`src/source/cp_ctrl_pkg.sv`:
```
`default_nettype none

package cp_ctrl_pkg;

  // Burst reader FSM
  typedef enum logic [1:0] {
    IDLE,
    READ,
    DRAIN
  } reader_state_t;

  // Round-robin pointer, 0 favours reader 0
  typedef logic rr_ptr_t;

endpackage

`default_nettype wire

```
`src/source/cp_mem_pkg.sv`:
```
`default_nettype none

package cp_mem_pkg;

  ////////////////////////////////////////////////////////////////////
  // RAM geometry and sample packing
  ////////////////////////////////////////////////////////////////////

  localparam int SAMPLE_W         = 32;
  localparam int SAMPLES_PER_WORD = 4;
  localparam int RAM_DEPTH        = 64;

  // One ADC sample
  typedef logic [SAMPLE_W-1:0] sample_t;

  // Four samples per word, sample 0 in the low bits
  typedef logic [SAMPLES_PER_WORD*SAMPLE_W-1:0] word_t;

  // Word address into the sample RAM
  typedef logic [$clog2(RAM_DEPTH)-1:0] ram_addr_t;

  ////////////////////////////////////////////////////////////////////
  // Burst readers on the shared read port
  ////////////////////////////////////////////////////////////////////

  localparam int BURST_LEN  = 16;
  localparam int READER_NUM = 2;

  // Reader 0 walks the lower half word by word
  localparam ram_addr_t RD_BASE0 = 6'd0;
  localparam ram_addr_t RD_STEP0 = 6'd1;

  // Reader 1 takes every other word of the upper half
  localparam ram_addr_t RD_BASE1 = 6'd32;
  localparam ram_addr_t RD_STEP1 = 6'd2;

endpackage

`default_nettype wire
```
`src/source/cp_read_arbiter.sv`:
```
`timescale 1ns/100ps
`default_nettype none

module cp_read_arbiter
  import cp_mem_pkg::*;
  import cp_ctrl_pkg::*;
(
  input  wire                    clk,
  input  wire                    rst_n,
  input  wire [READER_NUM-1:0]   i_rd_req,
  input  ram_addr_t              i_rd_addr0,
  input  ram_addr_t              i_rd_addr1,
  output logic [READER_NUM-1:0]  o_rd_gnt,
  output logic                   o_ram_rd_en,
  output ram_addr_t              o_ram_rd_addr
);

  rr_ptr_t rr_ptr;
  logic    contested;

  assign contested = &i_rd_req;

  ////////////////////////////////////////////////////////////////////
  // Grant decision
  ////////////////////////////////////////////////////////////////////

  always_comb begin
    o_rd_gnt = '0;
    if (contested) begin
      // Both asking, pointer picks the winner
      o_rd_gnt[rr_ptr] = 1'b1;
    end else begin
      // Lone requester gets the port every cycle
      o_rd_gnt = i_rd_req;
    end
  end

  // Pointer moves only when someone actually had to wait
  always_ff @(posedge clk or negedge rst_n) begin
    if (!rst_n) begin
      rr_ptr <= 1'b0;
    end else if (contested) begin
      rr_ptr <= ~rr_ptr;
    end
  end

  ////////////////////////////////////////////////////////////////////
  // RAM read port
  ////////////////////////////////////////////////////////////////////

  assign o_ram_rd_en = |o_rd_gnt;

  always_comb begin
    if (o_rd_gnt[1]) begin
      o_ram_rd_addr = i_rd_addr1;
    end else begin
      o_ram_rd_addr = i_rd_addr0;
    end
  end

endmodule

`default_nettype wire

```
`config.mk`:
```
export PLATFORM = sky130hd
export DESIGN_NAME = cp_read_arbiter
export DESIGN_NICKNAME = d
export VERILOG_FILES = /design/src/source/cp_ctrl_pkg.sv /design/src/source/cp_mem_pkg.sv /design/src/source/cp_read_arbiter.sv
export SDC_FILE = /design/constraint.sdc
export NUM_CORES = 1
export LEC_CHECK = 0
export BUFFER_PORTS_ARGS = -buffer_cell sky130_fd_sc_hd__buf_2
export CAP_MARGIN = 20
export CORE_AREA = 2 2 39 41
export CTS_BUF_LIST = sky130_fd_sc_hd__clkbuf_4
export CTS_CLUSTER_SIZE = 25
export DETAILED_ROUTE_END_ITERATION = 10
export DIE_AREA = 0 0 41 43
export PLACE_DENSITY = 0.37
export SLEW_MARGIN = 20
export SYNTH_ARGS = -nofsm -noshare
export SYNTH_HDL_FRONTEND = slang
export SYNTH_SLANG_ARGS = --single-unit
```
`constraint.sdc`:
```
create_clock -name clk -period 3.9 [get_ports clk]
set_clock_uncertainty 0.15 [all_clocks]
set_input_delay 0.78 -clock clk [delete_from_list [all_inputs] [get_ports clk]]
set_output_delay 0.78 -clock clk [all_outputs]
set_load 0.005 [all_outputs]
```
# ---- Word-level counts from Yosys, hierarchy flattened
# Cells that the tools add are included.
dict set report totals {
  reg_bits 1
  out_inout_bits 9
  wordCells 11
}
dict set report classes {
  order_cmp 2
  mux 4
  n_bitwise 1
  n_reduce_logical 3
}
# cell n
set op_table {}
lappend op_table {{$mux 6} 1}
lappend op_table {{$lt 1x2->1 const B} 1}
lappend op_table {{$mux 2} 1}
lappend op_table {{$reduce_and 2->1} 1}
lappend op_table {{$reduce_or 2->1} 1}
lappend op_table {{$demux 1 s1} 1}
lappend op_table {{$ge 1x1->1 const B} 1}
lappend op_table {{$logic_and 1x1->1} 1}
lappend op_table {{$mux 1} 1}
lappend op_table {{$not 1->1} 1}

# ---- Longest topological paths before layout
dict set report logic_depth {
  depth_word 6
  depth_mapped 3
  mapped_depth_nobuf 3
}

# ---- Least setup slack after synthesis
# OpenSTA, ideal clock, no wires.
dict set report synth_timing {
  path_type {input -> output}
  start {input port i_rd_req[0]}
  end {output port o_ram_rd_addr[0]}
  arrival_ns 1.390
  required_ns 2.970
  slack_ns 1.580
  path_stages 3
  n_path_buf 0
  cell_sequence {inv_1 -> o21ai_4 -> mux2_2}
}
dict set report synth_via {
  elab_chain_len 3
}
# item line_no
set synth_rtl {}
lappend synth_rtl {{start: declaration} cp_read_arbiter.sv:10} ;# input wire [READER_NUM-1:0] i_rd_req,
lappend synth_rtl {{$reduce_and 2->1} cp_read_arbiter.sv:21} ;# assign contested = &i_rd_req;
lappend synth_rtl {{$mux 2} cp_read_arbiter.sv:29} ;# if (contested) begin
lappend synth_rtl {{$mux 6} cp_read_arbiter.sv:54} ;# if (o_rd_gnt[1]) begin
lappend synth_rtl {{end: declaration} cp_read_arbiter.sv:15} ;# output ram_addr_t o_ram_rd_addr
# No other way between the ends.

# ---- Final worst setup path
dict set report layout_timing {
  start {input port i_rd_req[0]}
  end {output port o_ram_rd_addr[3]}
}
# Same word-level chain as after synthesis.

==> results <==
- The die is 43 um tall.
- The largest single stage delay on the critical path is 0.37 ns.
- The largest net degree at the start of global routing is 8.
- The number of buffer cells added on primary ports is 24.
- After global routing the overflow that remains totals 0.
- The number of routed nets with antenna violations is 0.
- The number of enable-type register cells in the synthesized netlist is 0.
- Fill cells in the final layout number 154.
- At the later pin of the worst-skew pair, clock insertion delay measures 0 ns.
- The number of nets in the finished design is 56.
- Setup violations remaining at the end of the flow were counted as 0.
- The sequential-to-total area share from yosys stat is 0.179.
- On the critical path the largest part of the delay comes from multiplexers.
- rr_ptr holds more flip-flops than any other register.
- Hold timing on the final database bottoms out at a slack of 0.407 ns.
- By area the synthesized netlist is led by mux2_2, dfrtp_1, o21ai_4, xnor2_1, inv_1.
- The final count of hold timing violations is 0.
- The arrival time of data at the critical path endpoint is 1.67 ns.
- The measured slew at the worst slew-check pin is 0.245 ns.
- The flip-flop count of the largest register after layout is 1.
- The library cell occupying the most area in the post-synthesis netlist is mux2_2.
- The initial antenna violation count came to 0.
- The post-synthesis net count is 30.
- The die span in x is 41 um.
- Setup repair after global routing left no endpoint under its margin.
- The upper clock frequency limit is 385 MHz.
- The xor/xnor share of the synthesized area is 0.0625.
- The proportion of synthesized flip-flops having asynchronous set or reset is 1.00.
- From synthesis to final layout, the design area changed by 100%.
- The routability congestion estimate is 0.621.
- The post-synthesis share of cell area spent on full adders, half adders and majority gates is 0.
- The kind of end point of the critical path is an output pin.
- The final layout contains routed wiring with a total length of 598 um.
- The starting density of the core is 0.101.
- Counting flops and latches in the post-synthesis netlist gives 1.
- Detailed routing inserted a total of 190 vias.
- The maximum fanout along the worst path is 7.
- The final count of pins violating max slew is 0.
- The proportion of synthesized area in mux cells is 0.482.
- The first-iteration detailed-routing DRC count is 0.
- The largest registers in the layout are rr_ptr (1).
- Of the total synthesized cell area, the portion taken by AND, OR, NAND and NOR gates is 0.0714.
- The worst slack after detailed placement is 1.30 ns.
- Ranked by instance count, the synthesized netlist is headed by mux2_2, inv_1.
- The data required time at the worst endpoint is 2.97 ns.
- The critical path's slowest cell is mux2_2.
- For this design the ratio of total power to cell area is 262 nW/um^2.
- Power comes to 0.0735 mW.
- Counting stages on the worst path, the most repeated cell is buf_2.
- The via count of the first global-routing pass is 152.
- The max-cap violation count is 0.
- The placeable core region is 1380 um^2.
- The leading cell type by number of instances after synthesis is mux2_2.
- Dividing the detail-routed wire length by the instance count gives 11.1 um.
- The total placed instance area is 280 um^2.
- Buffers added to address setup during post-CTS repair amount to 0.
- The synthesized netlist occupies a cell area of 140 um^2.
- The worst setup path is launched from an input pin.
- Summed over all cells, the static leakage comes to 0.154 nW.
- The combinational family with the most area after synthesis is multiplexers.
- Counting distinct cell types in the post-synthesis netlist gives 8.
- The final worst slack is 1.30 ns.
- The detailed-route vias per instance is 3.52.
- The boundary pin count is 25.
- After clock tree synthesis, the repair step resized 0 gates.
- The floorplan has 14 rows.
- The complex-gate fraction of the synthesized area was 0.152.
- The floorplan step defined a die boundary enclosing 1760 um^2.
- The setup total negative slack is 0 ns.
- The share of synthesized area in the top cell type comes to 0.482.
- The number of buffers and inverters on the critical path is 3.
- For this run, the leading register cell type out of synthesis is dfrtp_1.
- The global routing usage summed across all routing layers is 0.0631.
- The post-synthesis cell count is 14.
- The number of hold buffers added after cts is 0.
- The detailed placement HPWL is 549 um.
- The path class of the tightest hold or removal check is input pin to async pin.
- Traced cell by cell, the critical path runs through buf_2 > inv_1 > o21ai_4 > mux2_2 > buf_2.
- For this run, design rule violations remaining after detail routing come to 0.
- The fraction of layout cells with a size suffix above 1 is 0.842.
- For this run, the number of Yosys warnings is 0.
- The logic depth of the worst register-to-register path is 1.
- The first global-routing pass estimated 786 um of wire.
- The start-to-end type of the worst setup path is input pin to output pin.
- The peak supply drop is 0.104 mV.
- The repair_antennas step left the layout with diodes totalling 0.
- The total non-filler cell area in the finished layout is 280 um^2.
- The final critical path time including I/O delays and setup is 2.60 ns.
- Dividing the synthesized area by the synthesized cell count gives 10.0 um^2.
- The total stage count of the critical path is 5.
- The final worst-path cycle share is 0.666.
- The run finished with clean final reports.
- The clock input transition at the sequential cells of the worst setup and hold paths is 0 ns.
- For this run, the detailed router's first-pass iteration total came to 1.
- Headroom to the max-slew limit came out at 0.836.
metal layers:
layer / vias up / part of all wire / routed length (um) / GRT usage
met1: 69 / 0.58 / 348 / 0.121
met2: 25 / 0.20 / 119 / 0.0656
met4: 0 / 0 / 0 / 0
li1: 96 / - / - / -
met5: - / 0 / 0 / 0
met3: 0 / 0.22 / 131 / 0.0209
report_power, final:
group | total (mW) | switching [mW] | internal [mW] | leakage (nW)
registers | 0.0237 | 0.00771 | 0.0160 | 0.0117
clock network | 0 | 0 | 0 | 0
logic | 0.0499 | 0.0194 | 0.0304 | 0.142
cell usage in the layout, fill, tap and decap left out, drive strengths merged:
master and count:
a21oi 1, buf 24, inv 2, or2 1, nand2 1, o21ai 1, xnor2 1, dfrtp 1
mux2 6
final cells by class:
class / count / area, um^2 / share of cell area
flip-flops and latches: 1 / 25.0 / 0.0893
repair buffers: 24 / 120 / 0.429
multi-input cells: 11 / 108 / 0.384
inverters: 2 / 7.51 / 0.0268
well taps: 16 / 20.0 / 0.0714
logic make-up after synthesis:
| group | after synthesis |
|---|---|
| multiplexers | 6 |
| XOR/XNOR | 1 |
| AO/OA/AOI/OAI | 2 |
| buffers and inverters | 2 |
| AND/OR/NAND/NOR | 2 |
| flip-flops | 1 |
worst paths after layout:
kind	start	endpoint	slack, ns
max	i_rd_req[0]	o_ram_rd_addr[3]	1.30
min	rst_n	rr_ptr	0.41
max reg2reg	rr_ptr	rr_ptr	3.06
min reg2reg	rr_ptr	rr_ptr	0.41
max in group asynchronous	rst_n	rr_ptr	3.10
min in group clk	rr_ptr	rr_ptr	0.41
through the flow:
step,utilization,std cells
final,0.203,54
after global routing,0.203,54
after CTS,0.203,54
after detailed placement,0.203,54
after global placement,0.203,54
after floorplan,-,14
Note: power is estimated with default switching activity, not from simulation.
