--- src/source/cp_ctrl_pkg.sv ---
`default_nettype none

package cp_ctrl_pkg;

  // Burst reader FSM
  typedef enum logic [1:0] {
    IDLE,
    READ,
    DRAIN
  } reader_state_t;

  // Round-robin pointer, 0 favours reader 0
  typedef logic rr_ptr_t;

endpackage

`default_nettype wire

--- src/source/cp_mem_pkg.sv ---
`default_nettype none

package cp_mem_pkg;

  ////////////////////////////////////////////////////////////////////
  // RAM geometry and sample packing
  ////////////////////////////////////////////////////////////////////

  localparam int SAMPLE_W         = 32;
  localparam int SAMPLES_PER_WORD = 4;
  localparam int RAM_DEPTH        = 64;

  // One ADC sample
  typedef logic [SAMPLE_W-1:0] sample_t;

  // Four samples per word, sample 0 in the low bits
  typedef logic [SAMPLES_PER_WORD*SAMPLE_W-1:0] word_t;

  // Word address into the sample RAM
  typedef logic [$clog2(RAM_DEPTH)-1:0] ram_addr_t;

  ////////////////////////////////////////////////////////////////////
  // Burst readers on the shared read port
  ////////////////////////////////////////////////////////////////////

  localparam int BURST_LEN  = 16;
  localparam int READER_NUM = 2;

  // Reader 0 walks the lower half word by word
  localparam ram_addr_t RD_BASE0 = 6'd0;
  localparam ram_addr_t RD_STEP0 = 6'd1;

  // Reader 1 takes every other word of the upper half
  localparam ram_addr_t RD_BASE1 = 6'd32;
  localparam ram_addr_t RD_STEP1 = 6'd2;

endpackage

`default_nettype wire
--- src/source/cp_burst_reader.sv ---
`timescale 1ns/100ps
`default_nettype none

module cp_burst_reader
  import cp_mem_pkg::*;
  import cp_ctrl_pkg::*;
#(
  parameter ram_addr_t RD_BASE = RD_BASE0,
  parameter ram_addr_t RD_STEP = RD_STEP0
) (
  input  wire       clk,
  input  wire       rst_n,
  input  wire       i_start,
  input  wire       i_rd_gnt,
  input  word_t     i_ram_rd_data,
  output logic      o_rd_req,
  output ram_addr_t o_rd_addr,
  output word_t     o_data,
  output logic      o_valid,
  output logic      o_last
);

  reader_state_t                state;
  logic                         start_d0;
  logic                         start_d1;
  logic                         start_d2;
  logic                         start_fall;
  logic [$clog2(BURST_LEN)-1:0] issue_cnt;
  logic                         gnt_take;
  logic                         last_issue;
  logic                         gnt_d1;
  logic                         last_d1;

  ////////////////////////////////////////////////////////////////////
  // Start synchronizer and falling edge
  ////////////////////////////////////////////////////////////////////

  // Two synchronizer stages then one flop for the previous level
  always_ff @(posedge clk or negedge rst_n) begin
    if (!rst_n) begin
      start_d0 <= 1'b0;
      start_d1 <= 1'b0;
      start_d2 <= 1'b0;
    end else begin
      start_d0 <= i_start;
      start_d1 <= start_d0;
      start_d2 <= start_d1;
    end
  end

  // Falling edge seen on the synchronized level
  assign start_fall = start_d2 & ~start_d1;

  ////////////////////////////////////////////////////////////////////
  // Burst FSM, issue counter and address
  ////////////////////////////////////////////////////////////////////

  assign o_rd_req   = (state == READ);
  assign gnt_take   = i_rd_gnt & o_rd_req;
  assign last_issue = gnt_take && (issue_cnt == BURST_LEN - 1);

  always_ff @(posedge clk or negedge rst_n) begin
    if (!rst_n) begin
      state     <= IDLE;
      issue_cnt <= '0;
      o_rd_addr <= RD_BASE;
    end else begin
      unique case (state)
        IDLE: begin
          // Only an idle reader reacts to a start edge
          if (start_fall) begin
            state     <= READ;
            issue_cnt <= '0;
          end
        end
        READ: begin
          if (gnt_take) begin
            issue_cnt <= issue_cnt + 1'b1;
            o_rd_addr <= o_rd_addr + RD_STEP;
          end
          if (last_issue) begin
            state <= DRAIN;
          end
        end
        DRAIN: begin
          // Final word leaves the RAM this cycle
          if (gnt_d1 && last_d1) begin
            state     <= IDLE;
            o_rd_addr <= RD_BASE;
          end
        end
        default: begin
          state <= IDLE;
        end
      endcase
    end
  end

  ////////////////////////////////////////////////////////////////////
  // Return pipeline
  ////////////////////////////////////////////////////////////////////

  // Stage one waits for the registered RAM read, stage two owns the data
  always_ff @(posedge clk or negedge rst_n) begin
    if (!rst_n) begin
      gnt_d1  <= 1'b0;
      last_d1 <= 1'b0;
      o_valid <= 1'b0;
      o_last  <= 1'b0;
    end else begin
      gnt_d1  <= gnt_take;
      last_d1 <= last_issue;
      o_valid <= gnt_d1;
      o_last  <= gnt_d1 & last_d1;
    end
  end

  // Read data is broadcast, keep only our own slot
  always_ff @(posedge clk) begin
    if (gnt_d1) begin
      o_data <= i_ram_rd_data;
    end
  end

endmodule

`default_nettype wire

--- config.mk ---
export PLATFORM = sky130hd
export DESIGN_NAME = cp_burst_reader
export DESIGN_NICKNAME = d
export VERILOG_FILES = /design/src/source/cp_ctrl_pkg.sv /design/src/source/cp_mem_pkg.sv /design/src/source/cp_burst_reader.sv
export SDC_FILE = /design/constraint.sdc
export NUM_CORES = 1
export LEC_CHECK = 0
export ABC_AREA = 1
export ABC_CLOCK_PERIOD_IN_PS = 5450
export BUFFER_PORTS_ARGS = -buffer_cell sky130_fd_sc_hd__buf_2
export CAP_MARGIN = 15
export CORE_MARGIN = 1.5
export CORE_UTILIZATION = 40
export DETAILED_ROUTE_END_ITERATION = 16
export GPL_TIMING_DRIVEN = 0
export HOLD_SLACK_MARGIN = 0.05
export PLACE_DENSITY = 0.79
export SYNTH_ARGS = -nofsm -noshare
export SYNTH_HDL_FRONTEND = slang
export SYNTH_SLANG_ARGS = --single-unit
--- constraint.sdc ---
create_clock -name clk -period 5.45 [get_ports clk]
set_input_delay 1.3625 -clock clk [delete_from_list [all_inputs] [get_ports clk]]
set_output_delay 1.3625 -clock clk [all_outputs]
set_load 0.1 [all_outputs]
# Word-level counts from Yosys, hierarchy flattened
# Index checks and enable logic that the tools add are counted.
[totals] elab_cells=42 input_bits=132 out_inout_bits=137 regBits=147
[op_classes] add_sub_neg=2 n_reduce_logical=8 mux=10 eq_ne=7 n_bitwise=4
[op_table] operator="2-to-1 mux 6 bit" count=2
[op_table] operator="case mux 6 bit (2 select lines)" count=1
[op_table] operator="AND reduction 3 bit" count=3
[op_table] operator="2-to-1 mux 4 bit" count=2
[op_table] operator="case mux 4 bit (2 select lines)" count=1
[op_table] operator="adder 6 x 1 -> 6 bit, second input constant" count=1
[op_table] operator="2-to-1 mux 2 bit" count=3
[op_table] operator="case mux 2 bit (3 select lines)" count=1
[op_table] operator="adder 4 x 1 -> 4 bit, second input constant" count=1
[op_table] operator="== test 4 bit, second input constant" count=1
[op_table] operator="!= test 2 x 1 -> 1 bit, second input constant" count=2
[op_table] operator="!= test 2 bit, second input constant" count=2
[op_table] operator="nonzero test 2 bit" count=2
[op_table] operator="bitwise AND 1 bit" count=3
[op_table] operator="== test 2 x 1 -> 1 bit, second input constant" count=1
[op_table] operator="== test 2 bit, second input constant" count=1
[op_table] operator="logical AND 1 bit" count=2
[op_table] operator="logical NOT 2 bit" count=1
[op_table] operator="inverter 1 bit" count=1

# Logic depth before layout (Yosys ltp)
[logic_depth] depth_word=5 depth_mapped=8 mapped_depth_nobuf=8

# Worst setup path after synthesis
# OpenSTA, ideal clock, no wires.
[synth_timing] path_type="reg2reg" start="register gnt_d1" end="register o_rd_addr[0]" t_arrival_ns=3.795 required_time_ns=5.289 path_slack_ns=1.494 setup_ns=0.161 stages_incl_launch_ff=8 n_path_buf=0 synth_period_minus_slack_ns=3.956 path_cell_list="dfrtp_1 -> nand2_1 -> nand2_1 -> inv_2 -> nor2_8 -> inv_2 -> nand2_1 -> o31ai_1"
[synth_via] elab_chain_len=3
[synth_rtl] element="start, declared" line="cp_burst_reader.sv:31" text="logic gnt_d1;"
[synth_rtl] element="start signal, assigned" line="cp_burst_reader.sv:111" text="gnt_d1 <= gnt_take;"
[synth_rtl] element="logical AND 1 bit" line="cp_burst_reader.sv:87" text="if (gnt_d1 && last_d1) begin"
[synth_rtl] element="!= test 2 bit (no source line)"
[synth_rtl] element="AND reduction 3 bit (no source line)"
[synth_rtl] element="end signal, assigned" line="cp_burst_reader.sv:79" text="o_rd_addr <= o_rd_addr + RD_STEP;"
[synth_rtl] element="end, declared" line="cp_burst_reader.sv:17" text="output ram_addr_t o_rd_addr,"
# No other way between the ends.
# A chain may end at the register's enable or synchronous reset.

# Worst setup path in the final report
[layout_timing] start="register state[1]" end="output port o_rd_req"
[layout_via] elab_chain_len=1
[layout_rtl] element="start, declared" line="cp_burst_reader.sv:23" text="reader_state_t state;"
[layout_rtl] element="start signal, assigned" line="cp_burst_reader.sv:64" text="state <= IDLE;"
[layout_rtl] element="start signal, assigned" line="cp_burst_reader.sv:72" text="state <= READ;"
[layout_rtl] element="start signal, assigned" line="cp_burst_reader.sv:82" text="state <= DRAIN;"
[layout_rtl] element="== test 2 x 1 -> 1 bit" line="cp_burst_reader.sv:58" text="assign o_rd_req = (state == READ);"
[layout_rtl] element="end, declared" line="cp_burst_reader.sv:16" text="output logic o_rd_req,"
# No other way between the ends.

==> results.sh <==
export IMPL_maxSlewViolCount=0
export IMPL_grt_max_degree=75
export IMPL_clock_skew_ns=0.00569
export IMPL_use_met3_pct=7.88
export IMPL_cts_tree="yes"
export IMPL_dpl_hpwl_um=8910
export IMPL_layout_nets=657
export IMPL_clock_path_buffers=2
export IMPL_cp_end_kind="primary output"
export IMPL_min_delay_path_depth=0
export IMPL_gr_usage_met1_pct=20.8
export IMPL_n_fill_cell=897
export IMPL_syn_inst=230
export IMPL_insertion_delay_ns=0.41
export IMPL_syn_area_mm2=0.00480
export IMPL_rsz0062_at_grt="no"
export IMPL_syn_area_per_cell_um2=20.9
export IMPL_reg2regPathDepth=7
export IMPL_area_delta_synth_final_pct=43.4
export IMPL_synthSimpleGateAreaFrac_pct=5.29
export IMPL_p_per_area_mw_per_mm2=628
export IMPL_postRouteAntennaNets=0
export IMPL_maxCapViolCount=0
export IMPL_period_share_pct=58.1
export IMPL_vias=3135
export IMPL_start_kind="register"
export IMPL_core_area_mm2=0.0116
export IMPL_hold_class="register to register"
export IMPL_tightest_slew_ns=0.988
export IMPL_rr_endpoint="o_rd_addr[0]"
export IMPL_synth_compound_area_share_pct=1.80
export IMPL_seq_area_frac_synth_pct=89.9
export IMPL_max_freq_mhz=316
export IMPL_layout_common_cells="buf_2, edfxtp_1, nand2_1, dfrtp_1, clkbuf_16"
export IMPL_worstPathRequired_ns=4.09
export IMPL_worstPathCellList="inv_1, ha_1, buf_2"
export IMPL_top_usage_layer="met2"
export IMPL_finalHoldViolCount=0
export IMPL_layout_drive_gt1_share_pct=58.3
export IMPL_min_from="start_d0"
export IMPL_die_h_um=113
export IMPL_period_needed_ns=3.17
export IMPL_grt_first_pass_wirelength_um=17300
export IMPL_htree_levels=4
export IMPL_detail_route_wl_per_cell_um=17.8
export IMPL_synthMuxAreaShare_pct=0
export IMPL_die_area_mm2=0.0127
export IMPL_postSynthNetCount=369
export IMPL_worstPathMaxFanout=7
export IMPL_vdd_drop_max_mv=0.381
export IMPL_cts_sinks=147
export IMPL_place_congestion=0.797
export IMPL_critPathSlowestCell="buf_2"
export IMPL_grt_use_met2_pct=33.0
export IMPL_crit_arrival_ns=1.80
export IMPL_hold_buffers=0
export IMPL_clkTransAtPathRegs_ns=0.05
export IMPL_fp_dieW_um=113
export IMPL_fin_util_pct=59.6
export IMPL_io_buffers=268
export IMPL_grt_pass1_vias=3237
export IMPL_ys_types=22
export IMPL_num_rows=39
export IMPL_drt_first_iter_violations=311
export IMPL_drt_pass1_iterations=4
export IMPL_antenna_found_initial=2
export IMPL_finalSetupViolations=0
export IMPL_root_buffer="clkbuf_16"
export IMPL_synthXorXnorAreaFrac_pct=0.182
export IMPL_start_util_pct=41.5
export IMPL_regToRegSetupSlack_ns=3.45
export IMPL_cts_resized=0
export IMPL_ys_ff_latch=147
export IMPL_maxSlewHeadroom_pct=34.1
export IMPL_hold_path_end="start_d1"
export IMPL_final_common_cell="buf_2"
export IMPL_groute_usage_overall_pct=19.0
export IMPL_drc=0
export IMPL_setup_tns_ns=0
export IMPL_p_leak_nw=3.02
export IMPL_grt_overflow_total=0
export IMPL_wl_um=12000
export IMPL_vias_per_cell=4.67
export IMPL_io_pins=269
export IMPL_status="finished, final reports clean"
export IMPL_cts_buffers=17
export IMPL_hold_worst_slack_ns=0.354
export IMPL_yosysWarnings=0
export IMPL_cp_slowest_stage_delay_ns=0.49
export IMPL_synth_top_family_by_area="simple AND/OR/NAND/NOR gates"
export IMPL_r2r_start="gnt_d1"
export IMPL_cts_setup_buffers=0
export IMPL_crit_type="register to primary output"
export IMPL_synthAdderAreaFrac_pct=1.82
## registers in the layout, summed over array words and instances (netlist names)
| name | cells |
|---|---|
| o_data | 128 |
| o_rd_addr | 6 |
| issue_cnt | 4 |
| state | 2 |
| gnt_d1 | 1 |
| last_d1 | 1 |
| o_last | 1 |
| o_valid | 1 |
| start_d0 | 1 |
| start_d1 | 1 |
| start_d2 | 1 |
## how the worst max path moves through the flow
stage          startpoint            to  slack, ns
2_1_floorplan      gnt_d1  o_rd_addr[0]       1.49
3_3_place_gp       gnt_d1  o_rd_addr[0]       0.50
3_5_place_dp     state[1]      o_rd_req       2.74
4_1_cts          state[1]      o_rd_req       2.27
5_1_grt          state[1]      o_rd_req       2.21
6_report         state[1]      o_rd_req       2.28
## report_power, final
part	total, mW	internal (mW)	leakage, nW	switching [mW]
registers	1.60	1.47	1.43	0.131
logic	1.67	0.235	1.34	1.44
clock network	1.06	0.658	0.255	0.398
total	4.33	2.36	3.02	1.97
## per-stage QoR
stage	total power, mW	cells	cell area, um2	setup WS (ns)
2_1_floorplan	3.01	230	4800	1.49
3_3_place_gp	3.27	641	6320	0.499
3_5_place_dp	3.30	642	6360	2.74
4_1_cts	4.36	671	6890	2.27
5_1_grt	4.47	671	6890	2.21
6_report	4.33	672	6890	2.28
## area by class of cell
class | instances | area [um2] | area share [%]
Inverter | 13 | 48.8 | 0.708
Clock buffer | 21 | 440 | 6.39
Clock inverter | 8 | 88.8 | 1.29
Antenna cell | 1 | 2.50 | 0.0363
Multi-Input combinational cell | 70 | 437 | 6.34
Sequential cell | 147 | 4320 | 62.8
Tap cell | 143 | 179 | 2.60
Timing Repair Buffer | 269 | 1370 | 19.9
## per-layer routing
metal  routed length (um)  vias up
met2                 6380      157
met5                   12        -
met4                  197        2
li1                     -     1430
met1                 4370     1525
met3                  994       21
## logic make-up (layout without fill, tap and decap cells)
kind of cell / count (synthesis) / after routing
flip-flops: 147 / 147
AND/OR/NAND/NOR: 51 / 51
buffers and inverters: 13 / 311
AO/OA/AOI/OAI: 11 / 11
adder cells (fa/ha/maj): 7 / 7
XOR/XNOR: 1 / 1
other: 0 / 1
## synthesized netlist by cell type (all sizes together)
library cell | instances | share of area (%)
edfxtp | 128 | 80
nand2 | 27 | 2.4
dfrtp | 19 | 9.9
inv | 13 | 1.0
nand3 | 11 | 1.1
ha | 7 | 1.8
nor2 | 7 | 0.94
o21ai | 5 | 0.99
a21oi | 4 | 0.49
nand4 | 4 | 0.52
or2 | 2 | 0.26
o21bai | 1 | 0.16
o31ai | 1 | 0.16
xnor2 | 1 | 0.18
## critical path: cells and delay by family, from the launching register on
family     cells  cell delay (ns)
buf+inv        2             0.63
flops          1             0.41
fa+ha+maj      1             0.35
Note: power is estimated with default switching activity, not from simulation.
