**src/source/cp_mem_pkg.sv**
```systemverilog
`default_nettype none

package cp_mem_pkg;

  ////////////////////////////////////////////////////////////////////
  // RAM geometry and sample packing
  ////////////////////////////////////////////////////////////////////

  localparam int SAMPLE_W         = 32;
  localparam int SAMPLES_PER_WORD = 4;
  localparam int RAM_DEPTH        = 64;

  // One ADC sample
  typedef logic [SAMPLE_W-1:0] sample_t;

  // Four samples per word, sample 0 in the low bits
  typedef logic [SAMPLES_PER_WORD*SAMPLE_W-1:0] word_t;

  // Word address into the sample RAM
  typedef logic [$clog2(RAM_DEPTH)-1:0] ram_addr_t;

  ////////////////////////////////////////////////////////////////////
  // Burst readers on the shared read port
  ////////////////////////////////////////////////////////////////////

  localparam int BURST_LEN  = 16;
  localparam int READER_NUM = 2;

  // Reader 0 walks the lower half word by word
  localparam ram_addr_t RD_BASE0 = 6'd0;
  localparam ram_addr_t RD_STEP0 = 6'd1;

  // Reader 1 takes every other word of the upper half
  localparam ram_addr_t RD_BASE1 = 6'd32;
  localparam ram_addr_t RD_STEP1 = 6'd2;

endpackage

`default_nettype wire
```
**src/source/cp_sample_writer.sv**
```systemverilog
`timescale 1ns/100ps
`default_nettype none

module cp_sample_writer
  import cp_mem_pkg::*;
(
  input  wire       clk,
  input  wire       rst_n,
  input  sample_t   i_sample,
  input  wire       i_sample_vld,
  output logic      o_wr_en,
  output ram_addr_t o_wr_addr,
  output word_t     o_wr_data
);

  logic [$clog2(SAMPLES_PER_WORD)-1:0] lane;
  word_t                               pack;
  logic                                word_done;

  // Fourth sample of a group closes the word
  assign word_done = i_sample_vld && (lane == SAMPLES_PER_WORD - 1);

  ////////////////////////////////////////////////////////////////////
  // Packing register
  ////////////////////////////////////////////////////////////////////

  // New samples enter at the top, so the first one ends in the low lane
  always_ff @(posedge clk) begin
    if (i_sample_vld) begin
      pack <= {i_sample, pack[$bits(word_t)-1:SAMPLE_W]};
    end
  end

  always_ff @(posedge clk or negedge rst_n) begin
    if (!rst_n) begin
      lane <= '0;
    end else if (i_sample_vld) begin
      lane <= lane + 1'b1;
    end
  end

  ////////////////////////////////////////////////////////////////////
  // Write strobe and address
  ////////////////////////////////////////////////////////////////////

  // Write goes out the cycle after the group is complete
  always_ff @(posedge clk or negedge rst_n) begin
    if (!rst_n) begin
      o_wr_en <= 1'b0;
    end else begin
      o_wr_en <= word_done;
    end
  end

  // Address advances after each write and wraps with the RAM depth
  always_ff @(posedge clk or negedge rst_n) begin
    if (!rst_n) begin
      o_wr_addr <= '0;
    end else if (o_wr_en) begin
      o_wr_addr <= o_wr_addr + 1'b1;
    end
  end

  assign o_wr_data = pack;

endmodule

`default_nettype wire

```
**config.mk**
```make
export PLATFORM = sky130hd
export DESIGN_NAME = cp_sample_writer
export DESIGN_NICKNAME = d
export VERILOG_FILES = /design/src/source/cp_mem_pkg.sv /design/src/source/cp_sample_writer.sv
export SDC_FILE = /design/constraint.sdc
export NUM_CORES = 1
export LEC_CHECK = 0
export ABC_AREA = 1
export BUFFER_PORTS_ARGS = -buffer_cell sky130_fd_sc_hd__buf_4
export CORE_MARGIN = 1
export CORE_UTILIZATION = 30
export CTS_CLUSTER_DIAMETER = 120
export DETAILED_ROUTE_END_ITERATION = 7
export PLACE_DENSITY = 0.63
export SYNTH_ARGS = -nofsm -noshare
export SYNTH_HDL_FRONTEND = slang
export SYNTH_SLANG_ARGS = --single-unit
```
**constraint.sdc**
```tcl
create_clock -name clk -period 1.2 [get_ports clk]
set_input_delay 0.36 -clock clk [delete_from_list [all_inputs] [get_ports clk]]
set_output_delay 0.36 -clock clk [all_outputs]
set_load 0.03 [all_outputs]
```
=== Yosys cells after proc, flatten, opt, wreduce, memory -nomap -nowiden ===
Index checks and enable logic that the tools add are counted.

* Flip-flop bits (word level): 137
* Input bits: 35
* Output and inout port bits: 135
* Logic and storage cells: 8

* Add/subtract/negate cells: 2
* Equality and inequality tests: 1
* Reduce and logical (&&, ||, !) cells: 1

{| class="wikitable"
|+ Operator list
! kind !! number
|-
| adder 6 x 1 -> 6 bit (second input constant) || 1
|-
| adder 2 x 1 -> 2 bit (second input constant) || 1
|-
| == test 2 bit (second input constant) || 1
|-
| logical AND 1 bit || 1
|}

=== Longest topological paths before layout ===
Gate-level depths: netlist (run 1).

* Depth after elaboration: 2
* Mapped depth: 6
* Gate-level depth less buffers: 6

=== Worst setup path after synthesis (run 1) ===
Ideal clock, no wire load.

* Path type: register to register
* From: register o_wr_addr[0]
* To: register o_wr_addr[1]
* Data arrival time: 1.083 ns
* Data required time: 1.075 ns
* Slack: -0.008 ns
* Stages on the path, launching flop included: 3
* Buffers on the path: 0
* Period minus slack after synthesis: 1.208 ns
* Cell sequence: dfrtp_1 > ha_1 > mux2_2

* Cells in the longest elaborated chain, start to end: 1

{| class="wikitable"
|+ RTL lines
! item !! RTL line !! source
|-
| from (decl) || cp_sample_writer.sv:12 || <nowiki>output ram_addr_t o_wr_addr,</nowiki>
|-
| from (signal assigned) || cp_sample_writer.sv:60 || <nowiki>o_wr_addr <= o_wr_addr + 1'b1;</nowiki>
|-
| adder 6 x 1 -> 6 bit || cp_sample_writer.sv:60 ||
|}

Every way passes these cells.
A chain may end at the register's enable or synchronous reset.

=== Worst setup path in the final report (run 1) ===
* From: register pack[38], in the netlist o_wr_data[38]
* To: output port o_wr_data[38]

{| class="wikitable"
|+ RTL lines
! item !! RTL line !! source
|-
| from (decl) || cp_sample_writer.sv:17 || <nowiki>word_t pack;</nowiki>
|-
| from (signal assigned) || cp_sample_writer.sv:30 || <nowiki>pack <= {i_sample, pack[$bits(word_t)-1:SAMPLE_W]};</nowiki>
|-
| to (decl) || cp_sample_writer.sv:13 || <nowiki>output word_t o_wr_data</nowiki>
|}

No word-level cell between the ends.

==> results of run 1 <==
-- cell usage in the layout (no fill, tap or decap), types with 3 or more instances in the layout --
cell type / netlist / final
xor2_1: 3 / 3
dfrtp_1: 9 / 7
buf_6: 0 / 137
clkinv_2: 0 / 4
nand2_1: 11 / 11
clkinvlp_4: 0 / 3
bufinv_16: 0 / 3
inv_1: 6 / 6
clkinv_4: 0 / 3
edfxtp_1: 128 / 128
buf_4: 0 / 109
clkbuf_16: 0 / 17
-- report_power, final --
| group | switching (uW) | internal [uW] | total [uW] |
|---|---|---|---|
| Sequential | 281 | 5720 | 6000 |
| Clock | 1960 | 3270 | 5220 |
| Combinational | 1260 | 1180 | 2440 |
| Total | 3490 | 10200 | 13700 |
-- cell families (layout without fill, tap and decap cells) --
kind of cell               Yosys count  count (layout)  share of synthesized area, %
AOI/OAI and AO/OA                    1               1                         0.118
xor gates and xnor gates             3               3                         0.618
adders and majority gates            2               2                         0.588
buffers and inverters                6             286                         0.529
DFF                                137             137                          95.6
muxes                                2               2                         0.529
and+or+nand+nor                     17              17                          1.97
-- final timing paths --
kind / from / endpoint / slack [ns] / cells past startpoint
worst max-delay path: o_wr_data[38] / o_wr_data[38] / -0.18 / 1
worst min-delay path: i_sample[15] / o_wr_data[111] / 0.12 / 1
worst max register to register: o_wr_addr[0] / o_wr_addr[1] / 0.07 / 3
worst min register to register: lane[0] / lane[0] / 0.47 / 1
max in group asynchronous: rst_n / o_wr_en / 0.74 / 2
min in group asynchronous: rst_n / o_wr_addr[5] / 0.31 / 2
-- layout make-up --
cell class,instances,share of cell area [%]
Inverter,6,0.301
Clock inverter,15,2.36
Multi-Input combinational cell,25,2.34
Timing Repair Buffer,248,31.9
Sequential cell,137,54.4
Tap cell,180,3.01
Clock buffer,17,5.68
-- metrics by stage --
stage	cells	utilization, %	hold slack, ns	setup TNS [ns]
after floorplan	168	-	0.0644	0
after global placement	532	42.3	0.187	0
after detailed placement	532	42.3	0.187	0
after CTS	609	52.8	0.102	-20.69
after global routing	628	53.9	0.103	-22.45
final	628	53.9	0.118	-17.45
-- registers in the layout, summed over array words and instances (netlist names) --
| name | cells |
|---|---|
| lane | 2 |
| o_wr_addr | 6 |
| o_wr_data | 128 |
| o_wr_en | 1 |
-- repair_timing --
action                                 4_1_cts  5_1_grt
setup endpoints to repair                  135      137
hold buffers                                 1        0
gates resized for setup                    137        1
endpoints found under the hold margin        9        0
buffers inserted                            44       19
pin swaps                                    0        0
-- routing by layer --
| metal | vias up | GRT usage (%) |
|---|---|---|
| li1 | 1186 | - |
| met1 | 1213 | 13.3 |
| met2 | 93 | 22.1 |
| met3 | 15 | 4.32 |
| met4 | 0 | 7.25 |
| met5 | - | 0 |
==> results.sh, run 1 <==
export IMPL_synthesis_area_um2=4250
export IMPL_path_cells="buf_6"
export IMPL_initialDrtViolationCount=169
export IMPL_cts_tree="yes"
export IMPL_synth_commonest_cells="128 x edfxtp_1, 11 x nand2_1, 9 x dfrtp_1, 6 x inv_1, 3 x xor2_1"
export IMPL_final_area_um2=7490
export IMPL_rows=43
export IMPL_die_w_um=121
export IMPL_p_leak_uw=0.00312
export IMPL_crit_type="reg2out"
export IMPL_place_congestion=0.757
export IMPL_route_detailed_drc=0
export IMPL_multi_input_area_um2=175
export IMPL_worst_slew_margin_rel_pct=82.6
export IMPL_top_layer="met4"
export IMPL_min_period_over_period_pct=115
export IMPL_dpl_instance_area_um2=5880
export IMPL_crit_fanout=2
export IMPL_numCtsBuffers=17
export IMPL_detail_route_antenna_nets=0
export IMPL_ys_seq_area_share_pct=95.6
export IMPL_grt_ovfl_total=0
export IMPL_violations="negative setup slack"
export IMPL_die_area_um2=14700
export IMPL_wire_per_inst_um=14.8
export IMPL_synthMostInstantiatedCell="edfxtp_1"
export IMPL_place_hpwl_um=6090
export IMPL_cts_path_max_buffers=2
export IMPL_min_period_ns=1.38
export IMPL_drtPass1Iterations=4
export IMPL_cpMaxStageDelayCell="edfxtp_1"
export IMPL_end_kind="output port"
export IMPL_maxSlewViolCount=0
export IMPL_grt_pass1_wl_um=13300
export IMPL_critPathRequiredTime_ns=0.84
export IMPL_setup_violations=135
export IMPL_fillers=1091
export IMPL_grt_antenna_before_repair=0
export IMPL_worst_path_buf_inv=1
export IMPL_nNetsFinal=472
export IMPL_synth_edf_count=128
export IMPL_place_ws_ns=0.0418
export IMPL_routed_wl_met3_um=455
export IMPL_grt_pass1_vias=2487
export IMPL_status="finished with violations"
export IMPL_root_buffer="clkbuf_16"
export IMPL_ys_warn_count=0
export IMPL_synth_top_area_cell="edfxtp_1"
export IMPL_synth_flop_cell="edfxtp_1"
export IMPL_ctsHtreeMaxLevel=4
export IMPL_diodes=0
export IMPL_io_pin_count=170
export IMPL_wl_met1_um=3490
export IMPL_hold_viol=0
export IMPL_drive_gt1_share_pct=64.3
export IMPL_insertion_delay_ns=0.41
export IMPL_met2_length_um=5110
export IMPL_crit_path_start_kind="flop"
export IMPL_synth_seq_cells=137
export IMPL_max_freq_mhz=722
export IMPL_routed_via_density=3.99
export IMPL_powerDensity_nw_per_um2=1820
export IMPL_wirelength_um=9260
export IMPL_tightest_slew_ns=0.261
export IMPL_ys_types=13
export IMPL_clk_pin_slew_ns=0.06
export IMPL_coreArea_um2=13900
export IMPL_async_flop_share_pct=6.57
export IMPL_portBuffers=169
export IMPL_start_util_pct=30.6
export IMPL_grt_max_degree=29
export IMPL_synthesis_nets=205
export IMPL_synthCells=168
export IMPL_area_growth_pct=76.0
export IMPL_yosys_area_top_type_share_pct=90.4
export IMPL_cap_violations=0
export IMPL_via_count=2507
export IMPL_layout_area_seq_um2=4070
export IMPL_grt_use_total_pct=12.7
export IMPL_vdd_drop_max_v=0.000854
export IMPL_cpPeakStageDelay_ns=0.45
export IMPL_p_total_uw=13700
export IMPL_rsz0062_at_grt="true"
export IMPL_setup_slack_ns=-0.185
export IMPL_syn_area_per_cell_um2=25.3
export IMPL_dieHeight_um=121
export IMPL_tritoncts_num_sinks=137
export IMPL_hold_class="in2reg"
export IMPL_arrival_ns=1.02
export IMPL_fin_skew_ns=0.0100
export IMPL_synth_area_top_cells="edfxtp_1 90%, dfrtp_1 5.3%, nand2_1 0.97%"
export IMPL_cp_top_family="flip-flops"
Note: power is estimated with default switching activity, not from simulation.
==> run 2, diff against run 1 <==
PLACE_DENSITY = unset   (was 0.63)
==> run 2 against run 1 <==
Compared with the run above: the run still ends with negative setup slack left; critical path depth unchanged; final cell count down 2.1%; non-clock buffer count down 13; clock power up 18%; sequential share of layout area down 0.24 points; combinational power about the same; critical path type unchanged; highest routed layer unchanged.
==> results.sh, run 2 (same netlist as run 1, synthesis figures left out) <==
export IMPL_mostFrequentLayoutCells="137 x buf_6, 128 x edfxtp_1, 94 x buf_4"
export IMPL_cpMaxStageDelayCell="edfxtp_1"
export IMPL_p_leak_uw=0.00313
export IMPL_tritoncts_num_sinks=137
export IMPL_rows=43
export IMPL_powerDensity_nw_per_um2=1940
export IMPL_crit_type="reg2out"
export IMPL_grt_use_total_pct=12.8
export IMPL_place_ws_ns=0.0572
export IMPL_hp_start="i_sample[17]"
export IMPL_dieHeight_um=121
export IMPL_insertion_delay_ns=0.41
export IMPL_wire_per_inst_um=15.2
export IMPL_io_pin_count=170
export IMPL_min_period_over_period_pct=116
export IMPL_whs_endpoint="o_wr_data[113]"
export IMPL_via_count=2512
export IMPL_detail_route_antenna_nets=0
export IMPL_final_common_cell="buf_6"
export IMPL_status="finished with violations"
export IMPL_ctsHtreeMaxLevel=4
export IMPL_final_util_pct=54.2
export IMPL_cap_violations=0
export IMPL_grt_antenna_before_repair=0
export IMPL_path_cells="buf_6"
export IMPL_numCtsBuffers=17
export IMPL_min_period_ns=1.39
export IMPL_vdd_drop_max_v=0.00203
export IMPL_die_w_um=121
export IMPL_grt_pass1_wl_um=13400
export IMPL_drive_gt1_share_pct=62.5
export IMPL_fin_cells=615
export IMPL_r2r_slack_ns=0.06
export IMPL_rr_worst_depth=3
export IMPL_worst_slew_margin_rel_pct=84.5
export IMPL_die_area_um2=14700
export IMPL_largest_register_ffs=128
export IMPL_cts_tree="yes"
export IMPL_initialDrtViolationCount=126
export IMPL_setup_slack_ns=-0.191
export IMPL_portBuffers=169
export IMPL_grt_max_degree=31
export IMPL_coreArea_um2=13900
export IMPL_drtPass1Iterations=4
export IMPL_place_hpwl_um=6000
export IMPL_route_detailed_drc=0
export IMPL_end_kind="output port"
export IMPL_crit_fanout=2
export IMPL_critPathRequiredTime_ns=0.84
export IMPL_nNetsFinal=459
export IMPL_hold_viol=0
export IMPL_violations="negative setup slack"
export IMPL_crit_path_start_kind="flop"
export IMPL_grt_pass1_vias=2508
export IMPL_grt_ovfl_total=0
export IMPL_setup_violations=135
export IMPL_max_freq_mhz=719
export IMPL_cts_path_max_buffers=2
export IMPL_cp_top_family="flip-flops"
export IMPL_wirelength_um=9350
export IMPL_cpPeakStageDelay_ns=0.45
export IMPL_fin_skew_ns=0.00813
export IMPL_area_growth_pct=76.8
export IMPL_routed_via_density=4.08
export IMPL_r2r_start="o_wr_addr[0]"
export IMPL_place_congestion=0.726
export IMPL_worst_path_buf_inv=1
export IMPL_tightest_slew_ns=0.233
export IMPL_clk_pin_slew_ns=0.06
export IMPL_hold_class="in2reg"
export IMPL_diodes=0
export IMPL_rsz0062_at_grt="true"
export IMPL_reg2reg_to="o_wr_addr[1]"
export IMPL_min_path_cells=1
export IMPL_post_place_cells=526
export IMPL_root_buffer="clkbuf_16"
export IMPL_setup_tns_ns=-17.57
export IMPL_start_util_pct=30.6
export IMPL_maxSlewViolCount=0
export IMPL_arrival_ns=1.03
==> run 2: cell count changes in the layout (fill, tap and decap cells not counted), sizes merged <==
| cell | before | now |
|---|---|---|
| clkbuf | 17 | 18 |
| inv | 8 | 6 |
| clkinvlp | 3 | 0 |
| clkinv | 7 | 6 |
| buf | 247 | 234 |
| bufinv | 3 | 8 |
==> run 2: through the flow <==
stage | instance area (um2) | total power [uW] | hold slack (ns)
after floorplan | 4260 | 6980 | 0.0644
after global placement | 5860 | 7840 | 0.192
after detailed placement | 5860 | 7890 | 0.197
after CTS | 7380 | 14600 | 0.101
after global routing | 7520 | 15100 | 0.0962
final | 7520 | 14600 | 0.124
==> run 2: worst max-delay path by stage <==
stage | end | depth (start not counted) | startpoint | slack [ns]
3_5_place_dp | o_wr_data[127] | 2 | i_sample_vld | 0.06
6_report | o_wr_data[39] | 1 | o_wr_data[39] | -0.19
4_1_cts | o_wr_data[39] | 1 | o_wr_data[39] | -0.22
3_3_place_gp | o_wr_data[99] | 2 | i_sample_vld | 0.07
2_1_floorplan | o_wr_addr[1] | 2 | o_wr_addr[1] | 0.02
5_1_grt | o_wr_data[39] | 1 | o_wr_data[39] | -0.24
==> run 2: metal layers <==
layer | vias to the layer above | part of all wire, % | GRT usage [%]
li1 | 1163 | - | -
met1 | 1230 | 36 | 12.7
met2 | 106 | 55 | 22.2
met3 | 13 | 7.2 | 6.53
met4 | 0 | 1.7 | 5.63
met5 | - | 0 | 0
==> run 2: repair_timing <==
item                                    4_1_cts  5_1_grt
buffers inserted                             40       17
hold buffers                                  1        0
resized for setup                           137        3
hold endpoints to repair                      9        0
endpoints found under the setup margin      135      136
==> run 2: where the power goes <==
| part | switching [uW] | internal, uW |
|---|---|---|
| Combinational | 1280 | 1180 |
| Sequential | 292 | 5720 |
| Clock | 1840 | 4300 |
| Total | 3410 | 11200 |
==> run 2: final cells by class <==
class	count	area (um2)
clock buffer	18	429
multi-input combinational	25	179
clock inverter	14	275
inverter	6	22.5
tap	180	225
fill	1078	6360
sequential	137	4070
timing repair buffer	235	2320
==> run 3, diff against run 2 <==
SKIP_LAST_GASP = 1   (was unset)
==> run 3 against run 2 <==
Compared with the run above: sequential share of layout area grew 0.063 points; critical endpoint unchanged; clock power is essentially flat; the run still ends with negative setup slack left; critical path type unchanged; first-iteration DRC count grew 9.5%; flip-flop and latch count is the same; die area is the same; sequential power is essentially flat.
==> results.sh, run 3 (same netlist as run 1, synthesis figures left out) <==
export IMPL_numCtsBuffers=17
export IMPL_setup_tns_ns=-17.56
export IMPL_netSwitchingFraction_pct=23.2
export IMPL_route_detailed_drc=0
export IMPL_place_congestion=0.726
export IMPL_routed_via_density=4.07
export IMPL_initialDrtViolationCount=138
export IMPL_drtPass1Iterations=4
export IMPL_cpPeakStageDelay_ns=0.45
export IMPL_largest_register_ffs=128
export IMPL_setup_slack_ns=-0.192
export IMPL_crit_fanout=2
export IMPL_fillers=1075
export IMPL_min_period_ns=1.39
export IMPL_grt_ovfl_total=0
export IMPL_insertion_delay_ns=0.41
export IMPL_start_util_pct=30.6
export IMPL_crit_path_start="o_wr_data[39]"
export IMPL_io_pin_count=170
export IMPL_wirelength_um=9260
export IMPL_dieHeight_um=121
export IMPL_cpMaxStageDelayCell="edfxtp_1"
export IMPL_hold_viol=0
export IMPL_drive_gt1_share_pct=62.4
export IMPL_seqPwrFrac_pct=41.3
export IMPL_wire_per_inst_um=15.0
export IMPL_end_kind="output port"
export IMPL_via_count=2509
export IMPL_p_sw_uw=3370
export IMPL_worst_slew_margin_rel_pct=84.5
export IMPL_routed_wl_met3_um=677
export IMPL_vdd_drop_max_v=0.00203
export IMPL_top_layer="met4"
export IMPL_p_comb_share_pct=16.5
export IMPL_die_w_um=121
export IMPL_die_area_um2=14700
export IMPL_cts_tree="yes"
export IMPL_path_cells="buf_6"
export IMPL_rows=43
export IMPL_cap_violations=0
export IMPL_portBuffers=169
export IMPL_r2r_start="o_wr_addr[0]"
export IMPL_violations="negative setup slack"
export IMPL_p_clk_share_pct=42.2
export IMPL_clk_pin_slew_ns=0.06
export IMPL_cp_top_family="flip-flops"
export IMPL_tightest_slew_ns=0.232
export IMPL_worst_path_buf_inv=1
export IMPL_grt_use_total_pct=12.8
export IMPL_max_freq_mhz=719
export IMPL_grt_antenna_before_repair=0
export IMPL_crit_type="reg2out"
export IMPL_fin_cells=616
export IMPL_coreArea_um2=13900
export IMPL_hold_slack_ns=0.124
export IMPL_detail_route_antenna_nets=0
export IMPL_tritoncts_num_sinks=137
export IMPL_critPathRequiredTime_ns=0.84
export IMPL_min_period_over_period_pct=116
export IMPL_crit_path_start_kind="flop"
export IMPL_fin_skew_ns=0.00802
export IMPL_nNetsFinal=460
export IMPL_wl_met1_um=3330
export IMPL_maxSlewViolCount=0
export IMPL_hold_class="in2reg"
export IMPL_grt_max_degree=31
export IMPL_final_util_pct=54.1
export IMPL_cts_path_max_buffers=2
export IMPL_setup_violations=135
export IMPL_arrival_ns=1.03
export IMPL_mostFrequentLayoutCells="137 x buf_6, 128 x edfxtp_1, 95 x buf_4"
export IMPL_diodes=0
export IMPL_status="finished with violations"
export IMPL_post_place_cells=526
export IMPL_powerDensity_nw_per_um2=1940
export IMPL_grt_pass1_wl_um=13400
export IMPL_met2_length_um=5090
export IMPL_hp_start="i_sample[17]"
export IMPL_final_common_cell="buf_6"
export IMPL_root_buffer="clkbuf_16"
export IMPL_rsz0062_at_grt="true"
export IMPL_p_leak_uw=0.00313
export IMPL_place_ws_ns=0.0572
export IMPL_place_hpwl_um=6000
export IMPL_grt_pass1_vias=2502
export IMPL_ctsHtreeMaxLevel=4
export IMPL_area_growth_pct=76.6
export IMPL_intPower_uw=11200
[run 3: final timing paths]
kind,to,slack (ns),cells past startpoint
worst max-delay path,o_wr_data[39],-0.19,1
worst min-delay path,o_wr_data[113],0.12,1
worst max register to register,o_wr_addr[1],0.02,3
worst min register to register,o_wr_data[33],0.47,0
max in group asynchronous,o_wr_addr[0],0.73,2
min in group asynchronous,o_wr_addr[1],0.32,2
[run 3: power by group through the flow]
stage,Clock (uW),Combinational [uW],Sequential (uW)
floorplan,0,200,6780
global placement,0,1770,6080
detailed placement,0,1780,6100
CTS,6250,2320,6010
global route,6460,2530,6060
finish,6140,2400,6010
[run 3: area by class of cell]
class / count / area [um2] / area share, %
repair buffers: 236 / 2330 / 31.0
multi-input cells: 25 / 163 / 2.17
well taps: 180 / 225 / 3.00
clock buffers: 18 / 429 / 5.71
flip-flops and latches: 137 / 4070 / 54.2
clock inverters: 14 / 275 / 3.66
inverters: 6 / 22.5 / 0.300
[run 3: per-stage QoR]
step,area [um2],power [uW]
after floorplan,4260,6980
after global placement,5860,7840
after detailed placement,5860,7890
after CTS,7380,14600
after global routing,7510,15000
final,7510,14500
[run 3: routing by layer]
metal	up-vias	global-route usage (%)
met5	-	0
met4	0	5.63
met3	13	6.53
met2	106	22.2
met1	1225	12.8
li1	1165	-
[run 3: timing repair]
item	CTS	global route
hold endpoints to repair	9	0
hold buffers	1	0
setup endpoints to repair	135	138
setup buffers	40	17
gates resized for setup	135	2
